===== src/xbuf_pkg.sv =====
// Operand staging shared definitions
`default_nettype none

package xbuf_pkg;

  // Element and array sizing
  localparam int unsigned BITW      = 16;
  localparam int unsigned H         = 4;
  localparam int unsigned W         = 4;
  localparam int unsigned D         = 2;
  localparam int unsigned TOT_DEPTH = H * D;
  localparam int unsigned DW        = TOT_DEPTH * BITW;

  // Counter and pointer widths derived from the array shape
  localparam int unsigned CNT_W  = $clog2(TOT_DEPTH + 1);
  localparam int unsigned COL_W  = $clog2(TOT_DEPTH);
  localparam int unsigned LINE_W = $clog2(W);
  localparam int unsigned WIDX_W = $clog2(W + 1);
  localparam int unsigned PTR_W  = $clog2(H) + 1;
  localparam int unsigned OCC_W  = $clog2(2 * H + 1);

  // APB bus geometry
  localparam int unsigned APB_AW = 32;
  localparam int unsigned APB_DW = 32;

  // Register map
  localparam logic [APB_AW-1:0] REG_CFG    = 32'h0;
  localparam logic [APB_AW-1:0] REG_CMD    = 32'h4;
  localparam logic [APB_AW-1:0] REG_STATUS = 32'h8;

  // Controller states
  typedef enum logic [1:0] {
    IDLE,
    FILL,
    DRAIN,
    DONE
  } xbuf_state_e;

endpackage

`default_nettype wire


===== src/xbuf_pad_mem.sv =====
// Operand pad memory
`timescale 1ns/10ps
`default_nettype none

module xbuf_pad_mem
  import xbuf_pkg::*;
(
  input  logic                         clk_i,
  input  logic                         rst_ni,
  input  logic                         clear_i,
  input  logic                         wr_en_i,
  input  logic [LINE_W-1:0]            wr_line_i,
  input  logic [DW-1:0]                wdata_i,
  input  logic                         rd_en_i,
  input  logic [COL_W-1:0]             rd_col_i,
  output logic [W-1:0][BITW-1:0]       rdata_o
);

  // Each line holds one streamed row of TOT_DEPTH elements
  logic [W-1:0][TOT_DEPTH-1:0][BITW-1:0] mem_q;
  logic [W-1:0][BITW-1:0]                rdata_q;

  always_ff @(posedge clk_i or negedge rst_ni) begin
    if (!rst_ni) begin
      mem_q <= '0;
    end else if (clear_i) begin
      mem_q <= '0;
    end else if (wr_en_i) begin
      mem_q[wr_line_i] <= wdata_i;
    end
  end

  // A column read picks the same element out of every line
  always_ff @(posedge clk_i or negedge rst_ni) begin
    if (!rst_ni) begin
      rdata_q <= '0;
    end else if (rd_en_i) begin
      for (int w = 0; w < W; w++) begin
        rdata_q[w] <= mem_q[w][rd_col_i];
      end
    end
  end

  assign rdata_o = rdata_q;

endmodule

`default_nettype wire


===== src/xbuf_row_buffer.sv =====
// Two-bank column buffer
`timescale 1ns/10ps
`default_nettype none

module xbuf_row_buffer
  import xbuf_pkg::*;
(
  input  logic                          clk_i,
  input  logic                          rst_ni,
  input  logic                          clear_i,
  input  logic                          wr_en_i,
  input  logic [PTR_W-1:0]              wr_slot_i,
  input  logic [W-1:0][BITW-1:0]        wdata_i,
  input  logic                          rd_bank_i,
  output logic [W-1:0][H-1:0][BITW-1:0] rdata_o
);

  // Slot storage indexed by bank, then column slot, then element
  logic [1:0][H-1:0][W-1:0][BITW-1:0] slot_q;

  logic            wr_bank;
  logic [PTR_W-2:0] wr_idx;

  // Top bit of the slot address selects the bank
  assign wr_bank = wr_slot_i[PTR_W-1];
  assign wr_idx  = wr_slot_i[PTR_W-2:0];

  always_ff @(posedge clk_i or negedge rst_ni) begin
    if (!rst_ni) begin
      slot_q <= '0;
    end else if (clear_i) begin
      slot_q <= '0;
    end else if (wr_en_i) begin
      slot_q[wr_bank][wr_idx] <= wdata_i;
    end
  end

  // The consumer sees the selected bank transposed to W by H
  always_comb begin
    for (int w = 0; w < W; w++) begin
      for (int h = 0; h < H; h++) begin
        rdata_o[w][h] = slot_q[rd_bank_i][h][w];
      end
    end
  end

endmodule

`default_nettype wire


===== src/xbuf_ctrl.sv =====
// Operand staging controller
`timescale 1ns/10ps
`default_nettype none

module xbuf_ctrl
  import xbuf_pkg::*;
(
  input  logic              clk_i,
  input  logic              rst_ni,
  input  logic              clear_i,
  input  logic              pad_setup_i,
  input  logic              rst_w_index_i,
  input  logic [WIDX_W-1:0] cfg_width_i,
  input  logic [CNT_W-1:0]  cfg_height_i,
  input  logic [CNT_W-1:0]  cfg_slots_i,
  input  logic              x_load_i,
  input  logic              h_shift_i,
  output logic              pad_wr_en_o,
  output logic [LINE_W-1:0] pad_wr_line_o,
  output logic              pad_rd_en_o,
  output logic [COL_W-1:0]  pad_rd_col_o,
  output logic              buf_wr_en_o,
  output logic [PTR_W-1:0]  buf_wr_slot_o,
  output logic              buf_wr_zero_o,
  output logic              buf_rd_bank_o,
  output logic              x_valid_o,
  output logic              full_o,
  output logic              empty_o
);

  xbuf_state_e state_q, state_d;

  logic [WIDX_W-1:0] line_q;
  logic [CNT_W-1:0]  rd_col_q;
  logic [CNT_W-1:0]  ret_col_q;
  logic [PTR_W-1:0]  wr_ptr_q;
  logic [PTR_W-1:0]  rd_ptr_q;
  logic [OCC_W-1:0]  occ_q;
  logic [OCC_W-1:0]  wr_cnt_q;
  logic              rd_pend_q;
  logic              zero_q;

  logic start;
  logic rd_issue;
  logic shift_acc;
  logic bank_flip;

  // A new block starts only from IDLE or DONE
  assign start = pad_setup_i && (state_q == IDLE || state_q == DONE);

  // Slots are reserved at read time, so the in-flight column already counts
  assign rd_issue = (state_q == FILL) && (rd_col_q < cfg_slots_i) &&
                    (occ_q < OCC_W'(2 * H));

  assign x_valid_o = wr_cnt_q >= OCC_W'(H);
  assign shift_acc = h_shift_i && x_valid_o;
  assign bank_flip = shift_acc && (rd_ptr_q[PTR_W-2:0] == (PTR_W-1)'(H - 1));
  assign empty_o   = shift_acc && (ret_col_q == cfg_slots_i - 1'b1);

  // An unprogrammed width of zero never reports full
  assign full_o    = (cfg_width_i != '0) && (line_q == cfg_width_i);

  assign pad_wr_en_o   = x_load_i;
  assign pad_wr_line_o = line_q[LINE_W-1:0];
  assign pad_rd_en_o   = rd_issue;
  assign pad_rd_col_o  = rd_col_q[COL_W-1:0];
  assign buf_wr_en_o   = rd_pend_q;
  assign buf_wr_slot_o = wr_ptr_q;
  assign buf_wr_zero_o = zero_q;
  assign buf_rd_bank_o = rd_ptr_q[PTR_W-1];

  always_comb begin
    state_d = state_q;
    case (state_q)
      IDLE:    if (start) state_d = FILL;
      FILL:    if (rd_col_q >= cfg_slots_i) state_d = DRAIN;
      DRAIN:   if (empty_o) state_d = DONE;
      DONE:    if (start) state_d = FILL;
      default: state_d = IDLE;
    endcase
  end

  always_ff @(posedge clk_i or negedge rst_ni) begin
    if (!rst_ni) begin
      state_q <= IDLE;
    end else if (clear_i) begin
      state_q <= IDLE;
    end else begin
      state_q <= state_d;
    end
  end

  // Line index counts loaded rows until software acknowledges full
  always_ff @(posedge clk_i or negedge rst_ni) begin
    if (!rst_ni) begin
      line_q <= '0;
    end else if (clear_i || rst_w_index_i) begin
      line_q <= '0;
    end else if (x_load_i) begin
      line_q <= line_q + 1'b1;
    end
  end

  // Column counters for the read side and the retire side of a block
  always_ff @(posedge clk_i or negedge rst_ni) begin
    if (!rst_ni) begin
      rd_col_q  <= '0;
      ret_col_q <= '0;
    end else if (clear_i || start) begin
      rd_col_q  <= '0;
      ret_col_q <= '0;
    end else begin
      if (rd_issue) begin
        rd_col_q <= rd_col_q + 1'b1;
      end
      if (shift_acc) begin
        ret_col_q <= ret_col_q + 1'b1;
      end
    end
  end

  // The zero mark travels alongside the pad read latency
  always_ff @(posedge clk_i or negedge rst_ni) begin
    if (!rst_ni) begin
      rd_pend_q <= 1'b0;
      zero_q    <= 1'b0;
    end else if (clear_i) begin
      rd_pend_q <= 1'b0;
      zero_q    <= 1'b0;
    end else begin
      rd_pend_q <= rd_issue;
      zero_q    <= rd_issue && (rd_col_q >= cfg_height_i);
    end
  end

  // Pointers wrap over both banks, so the top bit is the bank
  always_ff @(posedge clk_i or negedge rst_ni) begin
    if (!rst_ni) begin
      wr_ptr_q <= '0;
      rd_ptr_q <= '0;
    end else if (clear_i) begin
      wr_ptr_q <= '0;
      rd_ptr_q <= '0;
    end else begin
      if (rd_pend_q) begin
        wr_ptr_q <= wr_ptr_q + 1'b1;
      end
      if (shift_acc) begin
        rd_ptr_q <= rd_ptr_q + 1'b1;
      end
    end
  end

  // Slots come back a whole bank at a time, which keeps writes away
  // from the bank the consumer is looking at
  always_ff @(posedge clk_i or negedge rst_ni) begin
    if (!rst_ni) begin
      occ_q    <= '0;
      wr_cnt_q <= '0;
    end else if (clear_i) begin
      occ_q    <= '0;
      wr_cnt_q <= '0;
    end else begin
      occ_q    <= occ_q + OCC_W'(rd_issue) - (bank_flip ? OCC_W'(H) : '0);
      wr_cnt_q <= wr_cnt_q + OCC_W'(rd_pend_q) - (bank_flip ? OCC_W'(H) : '0);
    end
  end

endmodule

`default_nettype wire


===== src/xbuf_regs.sv =====
// Operand staging register block
`timescale 1ns/10ps
`default_nettype none

module xbuf_regs
  import xbuf_pkg::*;
(
  input  logic              clk_i,
  input  logic              rst_ni,
  input  logic [APB_AW-1:0] paddr_i,
  input  logic              psel_i,
  input  logic              penable_i,
  input  logic              pwrite_i,
  input  logic [APB_DW-1:0] pwdata_i,
  output logic [APB_DW-1:0] prdata_o,
  output logic              pready_o,
  output logic              pslverr_o,
  input  logic              full_i,
  input  logic              empty_i,
  input  logic              x_valid_i,
  output logic [WIDX_W-1:0] cfg_width_o,
  output logic [CNT_W-1:0]  cfg_height_o,
  output logic [CNT_W-1:0]  cfg_slots_o,
  output logic              clear_o,
  output logic              pad_setup_o,
  output logic              rst_w_index_o
);

  logic access;
  logic wr_cfg;
  logic wr_cmd;
  logic known;
  logic empty_seen_q;

  assign access = psel_i && penable_i;
  assign wr_cfg = access && pwrite_i && (paddr_i == REG_CFG);
  assign wr_cmd = access && pwrite_i && (paddr_i == REG_CMD);
  assign known  = (paddr_i == REG_CFG) || (paddr_i == REG_CMD) ||
                  (paddr_i == REG_STATUS);

  // No wait states on this slave
  assign pready_o  = 1'b1;
  assign pslverr_o = access && (!known || (pwrite_i && paddr_i == REG_STATUS));

  always_ff @(posedge clk_i or negedge rst_ni) begin
    if (!rst_ni) begin
      cfg_width_o  <= '0;
      cfg_height_o <= '0;
      cfg_slots_o  <= '0;
    end else if (wr_cfg) begin
      cfg_width_o  <= pwdata_i[2:0];
      cfg_height_o <= pwdata_i[11:8];
      cfg_slots_o  <= pwdata_i[19:16];
    end
  end

  // Command bits turn into single-cycle pulses after the access phase
  always_ff @(posedge clk_i or negedge rst_ni) begin
    if (!rst_ni) begin
      clear_o       <= 1'b0;
      pad_setup_o   <= 1'b0;
      rst_w_index_o <= 1'b0;
    end else begin
      clear_o       <= wr_cmd && pwdata_i[0];
      pad_setup_o   <= wr_cmd && pwdata_i[1];
      rst_w_index_o <= wr_cmd && pwdata_i[2];
    end
  end

  // Sticky record that a block was fully consumed
  always_ff @(posedge clk_i or negedge rst_ni) begin
    if (!rst_ni) begin
      empty_seen_q <= 1'b0;
    end else if (clear_o) begin
      empty_seen_q <= 1'b0;
    end else if (empty_i) begin
      empty_seen_q <= 1'b1;
    end
  end

  always_comb begin
    prdata_o = '0;
    if (paddr_i == REG_CFG) begin
      prdata_o[2:0]   = cfg_width_o;
      prdata_o[11:8]  = cfg_height_o;
      prdata_o[19:16] = cfg_slots_o;
    end else if (paddr_i == REG_STATUS) begin
      prdata_o[0] = full_i;
      prdata_o[1] = empty_seen_q;
      prdata_o[2] = x_valid_i;
    end
  end

endmodule

`default_nettype wire


===== src/xbuf_top.sv =====
// Operand staging subsystem top
`timescale 1ns/10ps
`default_nettype none

module xbuf_top
  import xbuf_pkg::*;
(
  input  logic                          clk_i,
  input  logic                          rst_ni,
  input  logic [APB_AW-1:0]             paddr_i,
  input  logic                          psel_i,
  input  logic                          penable_i,
  input  logic                          pwrite_i,
  input  logic [APB_DW-1:0]             pwdata_i,
  output logic [APB_DW-1:0]             prdata_o,
  output logic                          pready_o,
  output logic                          pslverr_o,
  input  logic                          x_load_i,
  input  logic [DW-1:0]                 x_data_i,
  input  logic                          h_shift_i,
  output logic [W-1:0][H-1:0][BITW-1:0] x_buffer_o,
  output logic                          x_valid_o,
  output logic                          full_o,
  output logic                          empty_o
);

  logic [WIDX_W-1:0] cfg_width;
  logic [CNT_W-1:0]  cfg_height;
  logic [CNT_W-1:0]  cfg_slots;
  logic              clear;
  logic              pad_setup;
  logic              rst_w_index;

  logic              pad_wr_en;
  logic [LINE_W-1:0] pad_wr_line;
  logic              pad_rd_en;
  logic [COL_W-1:0]  pad_rd_col;
  logic [W-1:0][BITW-1:0] pad_rdata;

  logic              buf_wr_en;
  logic [PTR_W-1:0]  buf_wr_slot;
  logic              buf_wr_zero;
  logic              buf_rd_bank;
  logic [W-1:0][BITW-1:0] buf_wdata;

  // Padding columns replace pad data with zeros on the way in
  assign buf_wdata = buf_wr_zero ? '0 : pad_rdata;

  xbuf_regs u_regs (
    .clk_i, .rst_ni, .paddr_i, .psel_i, .penable_i, .pwrite_i, .pwdata_i,
    .prdata_o, .pready_o, .pslverr_o,
    .full_i       (full_o),
    .empty_i      (empty_o),
    .x_valid_i    (x_valid_o),
    .cfg_width_o  (cfg_width),
    .cfg_height_o (cfg_height),
    .cfg_slots_o  (cfg_slots),
    .clear_o      (clear),
    .pad_setup_o  (pad_setup),
    .rst_w_index_o(rst_w_index)
  );

  xbuf_ctrl u_ctrl (
    .clk_i, .rst_ni,
    .clear_i      (clear),
    .pad_setup_i  (pad_setup),
    .rst_w_index_i(rst_w_index),
    .cfg_width_i  (cfg_width),
    .cfg_height_i (cfg_height),
    .cfg_slots_i  (cfg_slots),
    .x_load_i, .h_shift_i,
    .pad_wr_en_o  (pad_wr_en),
    .pad_wr_line_o(pad_wr_line),
    .pad_rd_en_o  (pad_rd_en),
    .pad_rd_col_o (pad_rd_col),
    .buf_wr_en_o  (buf_wr_en),
    .buf_wr_slot_o(buf_wr_slot),
    .buf_wr_zero_o(buf_wr_zero),
    .buf_rd_bank_o(buf_rd_bank),
    .x_valid_o, .full_o, .empty_o
  );

  xbuf_pad_mem u_pad (
    .clk_i, .rst_ni,
    .clear_i  (clear),
    .wr_en_i  (pad_wr_en),
    .wr_line_i(pad_wr_line),
    .wdata_i  (x_data_i),
    .rd_en_i  (pad_rd_en),
    .rd_col_i (pad_rd_col),
    .rdata_o  (pad_rdata)
  );

  xbuf_row_buffer u_buf (
    .clk_i, .rst_ni,
    .clear_i  (clear),
    .wr_en_i  (buf_wr_en),
    .wr_slot_i(buf_wr_slot),
    .wdata_i  (buf_wdata),
    .rd_bank_i(buf_rd_bank),
    .rdata_o  (x_buffer_o)
  );

endmodule

`default_nettype wire


===== config.mk =====
export PLATFORM = sky130hd
export DESIGN_NAME = xbuf_top
export DESIGN_NICKNAME = d
export VERILOG_FILES = /design/src/xbuf_pkg.sv /design/src/xbuf_pad_mem.sv /design/src/xbuf_row_buffer.sv /design/src/xbuf_ctrl.sv /design/src/xbuf_regs.sv /design/src/xbuf_top.sv
export SDC_FILE = /design/constraint.sdc
export NUM_CORES = 2
export LEC_CHECK = 0
export ABC_CLOCK_PERIOD_IN_PS = 3100
export BUFFER_PORTS_ARGS = -buffer_cell sky130_fd_sc_hd__buf_4
export CAP_MARGIN = 20
export CORE_MARGIN = 5
export CORE_UTILIZATION = 40
export DETAILED_ROUTE_END_ITERATION = 16
export PLACE_DENSITY_LB_ADDON = 0.3
export SLEW_MARGIN = 20
export SYNTH_ARGS = -nofsm -noshare
export SYNTH_HDL_FRONTEND = slang
export SYNTH_SLANG_ARGS = --single-unit

===== constraint.sdc =====
create_clock -name clk_i -period 3.1 [get_ports clk_i]
set_input_delay 0.31 -clock clk_i [delete_from_list [all_inputs] [get_ports clk_i]]
set_output_delay 0.31 -clock clk_i [all_outputs]
set_load 0.02 [all_outputs]

==> flow_summary.toml <==
[worst_setup_path]
crit_fanout = 68
crit_required_ps = 2790
path_class = "register to output port"
critPathLaunchType = "register"
cp.arrival_ps = 2510
worstSetupEndpointType = "output port"

[clocking]
clk_path_buf_depth = 3
cts-buffers-inserted = 119
clockRootBuffer = "clkbuf_16"
clock_sinks = 1132
clk_pin_slew_worst_paths_ps = 60
clk_latency_ps = 750
h-tree-depth = 3
postCtsResizedCells = 0
cts_tree = "done"

[logic_synthesis]
synth_top_area_share_pct = 54.8
yosys_most_used_dff = "dfrtp_1"
async_flop_share_pct = 100
muxShareOfSynthArea_pct = 12.6
synth_edf_count = 0
yosys-top-cells-count = "dfrtp_1 (1132), nand2_1 (1125), a21oi_1 (592), o21ai_0 (413), nand3b_1 (403)"
synth_top_family_by_area = "simple AND/OR/NAND/NOR gates"
avgSynthCellArea_um2 = 10.4
yosys_register_bits = 1132
synthTopCellsByArea = "dfrtp_1 (55%), nand2_1 (8.2%), nand3b_1 (5.9%)"
netlist_instances = 4958
synth_cell_types = 42
synth_top_area_cell = "dfrtp_1"
synth.yosys.warnings = 0
yosys.area_share.simple_pct = 15.6
synthXorXnorAreaFrac_pct = 0.433
seq_area_frac_synth_pct = 54.8
yosysMostFrequentCell = "dfrtp_1"
synth_compound_gate_area_share_pct = 11.9
synth-adder-area-share_pct = 0.896
syn_area_um2 = 51700

[place]
io_buffers = 448
placed_cells = 6808
place_area_um2 = 57000
gp_congestion = 0.825
dpl.hpwl_um = 107000

[power]
power.leakage_nw = 28.1
ir_drop_mv = 0.576
p_per_area_nw_per_um2 = 1130

[die]
fp.dieH_um = 369
start_util_pct = 40.4
io_pins = 492
die-area_um2 = 136000
num_rows = 131
die-width_um = 369
core_area_um2 = 128000

[sta]
fin_skew_ps = 28.1
finalSetupViolCount = 0
finalHoldViolCount = 0
tns_ps = 0
period_needed_ps = 2820
rsz0062_at_grt = "false"
max_freq_mhz = 355
finalCritPeriodShare_pct = 90.8
slew-limit-headroom_pct = 15.2
worst_pin_slew_ps = 1270
slew_violations = 0

[cells_and_area]
syn_to_final_growth_pct = 20.9
stdcell_area_um2 = 62500
drive_gt1_share_pct = 21.5
layout.nets = 5581
fin_cells = 7189

[global_routing]
grt_max_degree = 219
grt_use_total_pct = 23.3
antenna_found_initial = 26
globalRouteMet3Util_pct = 6.35
grt_overflow = 0
grt_use_met1_pct = 33.4
grt_busiest_layer = "met2"
grt_pass1_wl_um = 247000
met2_usage_pct = 35.1
grt_pass1_vias = 38800

[detailed_routing]
viasPerCell = 5.47
wire_per_inst_um = 22.5
drc = 0
drt_pass1_iterations = 8
drtIter0Drc = 3628
ant_nets = 0
vias = 39400
routed_wl_um = 162000

[status]
outcome = "finished clean"

[worst_hold_path]
hold_class = "primary input to register"

[run]
drv_cap = 0
critical path: stages (launching register included):
cell and delay (ps):
dfrtp_4 680, buf_12 370, mux2_2 440, buf_4 170
routing by layer:
layer | up-vias | share of wire [%]
li1 | 17900 | -
met5 | - | 0.081
met2 | 1336 | 45
met1 | 19800 | 44
met3 | 233 | 8.7
met4 | 20 | 2.7
where the power goes:
group          switching [mW]  total, mW  internal [mW]
Sequential               4.36       25.9           21.6
Clock                    6.18       14.7           8.48
Combinational            16.9       30.1           13.3
Total                    27.4       70.7           43.3
layout by cell type, fill, tap and decap left out, drive strengths merged, types with 2 or more instances in the layout:
cell type and count:
a211oi 5, a21o 4, a21oi 592, a22oi 20, a32o 77, a32oi 4
and2 15, buf 554, bufinv 7, clkbuf 174, clkinv 31, clkinvlp 4
conb 22, dfrtp 1132, diode 16, dlygate4sd3 145, ha 37, inv 26
mux2 260, mux2i 71, mux4 128, nand2 1125, nand2b 3, nand3b 403
nand4 5, nor2 118, nor2b 12, nor3 11, nor3b 2, nor4 7
o21a 3, o21ai 413, xnor2 12, xor2 11
per-stage QoR:
stage          total power [mW]  setup WS (ps)  hold WS (ps)  util, %
3_3_place_gp               55.3            703           346     44.5
2_1_floorplan              44.1            249          14.4        -
4_1_cts                    71.1            198          58.1     48.8
6_report                   70.7            285           117     48.8
3_5_place_dp               56.1            663           348     44.5
5_1_grt                    75.1            189           118     48.8
sequential cells by signal (all words and copies together), names as in the netlist, 2 cells and up:
signal and flops:
u_buf.slot_q 512, u_regs.cfg_width_o 3, u_ctrl.occ_q 4, u_regs.cfg_slots_o 4, u_ctrl.line_q 3, u_ctrl.rd_col_q 4, u_ctrl.rd_ptr_q 3, u_ctrl.ret_col_q 4
u_ctrl.wr_cnt_q 4, u_ctrl.buf_wr_slot_o 3, u_pad.rdata_o 64, u_pad.mem_q 512, u_regs.cfg_height_o 4, u_ctrl.state_q 2
final timing paths:
kind | startpoint | end | slack, ps | cells past startpoint
worst min register to register | u_regs.rst_w_index_o$_DFF_PN0_ | u_ctrl.line_q[2]$_DFFE_PN0P_ | 470 | 1
worst min-delay path | h_shift_i | u_ctrl.rd_ptr_q[1]$_DFFE_PN0P_ | 120 | 4
max in group asynchronous | rst_ni | u_buf.slot_q[19]$_DFFE_PN0P_ | 1780 | 3
worst max register to register | u_ctrl.rd_col_q[0]$_DFFE_PN0P_ | u_pad.rdata_o[10]$_DFFE_PN0N_ | 590 | 8
min in group asynchronous | rst_ni | u_buf.slot_q[182]$_DFFE_PN0P_ | 180 | 2
worst max-delay path | u_ctrl.rd_ptr_q[2]$_DFFE_PN0P_ | x_buffer_o[62] | 280 | 3
layout make-up:
| type | instances | area [µm²] |
|---|---|---|
| fillers | 11700 | 65500 |
| clock inverters | 46 | 487 |
| diodes | 16 | 40.0 |
| flip-flops and latches | 1132 | 28300 |
| well taps | 1729 | 2160 |
| inverters | 22 | 82.6 |
| multi-input cells | 3371 | 21600 |
| repair buffers | 699 | 6190 |
| clock buffers | 174 | 3540 |
logic make-up after synthesis:
kind of cell	Yosys count
AND/OR/NAND/NOR	1707
adder cells (fa/ha/maj)	37
flip-flops	1132
multiplexers	459
buffers and inverters	475
other	2
AO/OA/AOI/OAI	1122
XOR/XNOR	24
what timing repair did:
action	4_1_cts	5_1_grt
setup endpoints to repair	0	0
hold endpoints to repair	555	0
buffers inserted	0	0
hold buffers	145	0
No activity file was read; power rests on OpenSTA's default activity.
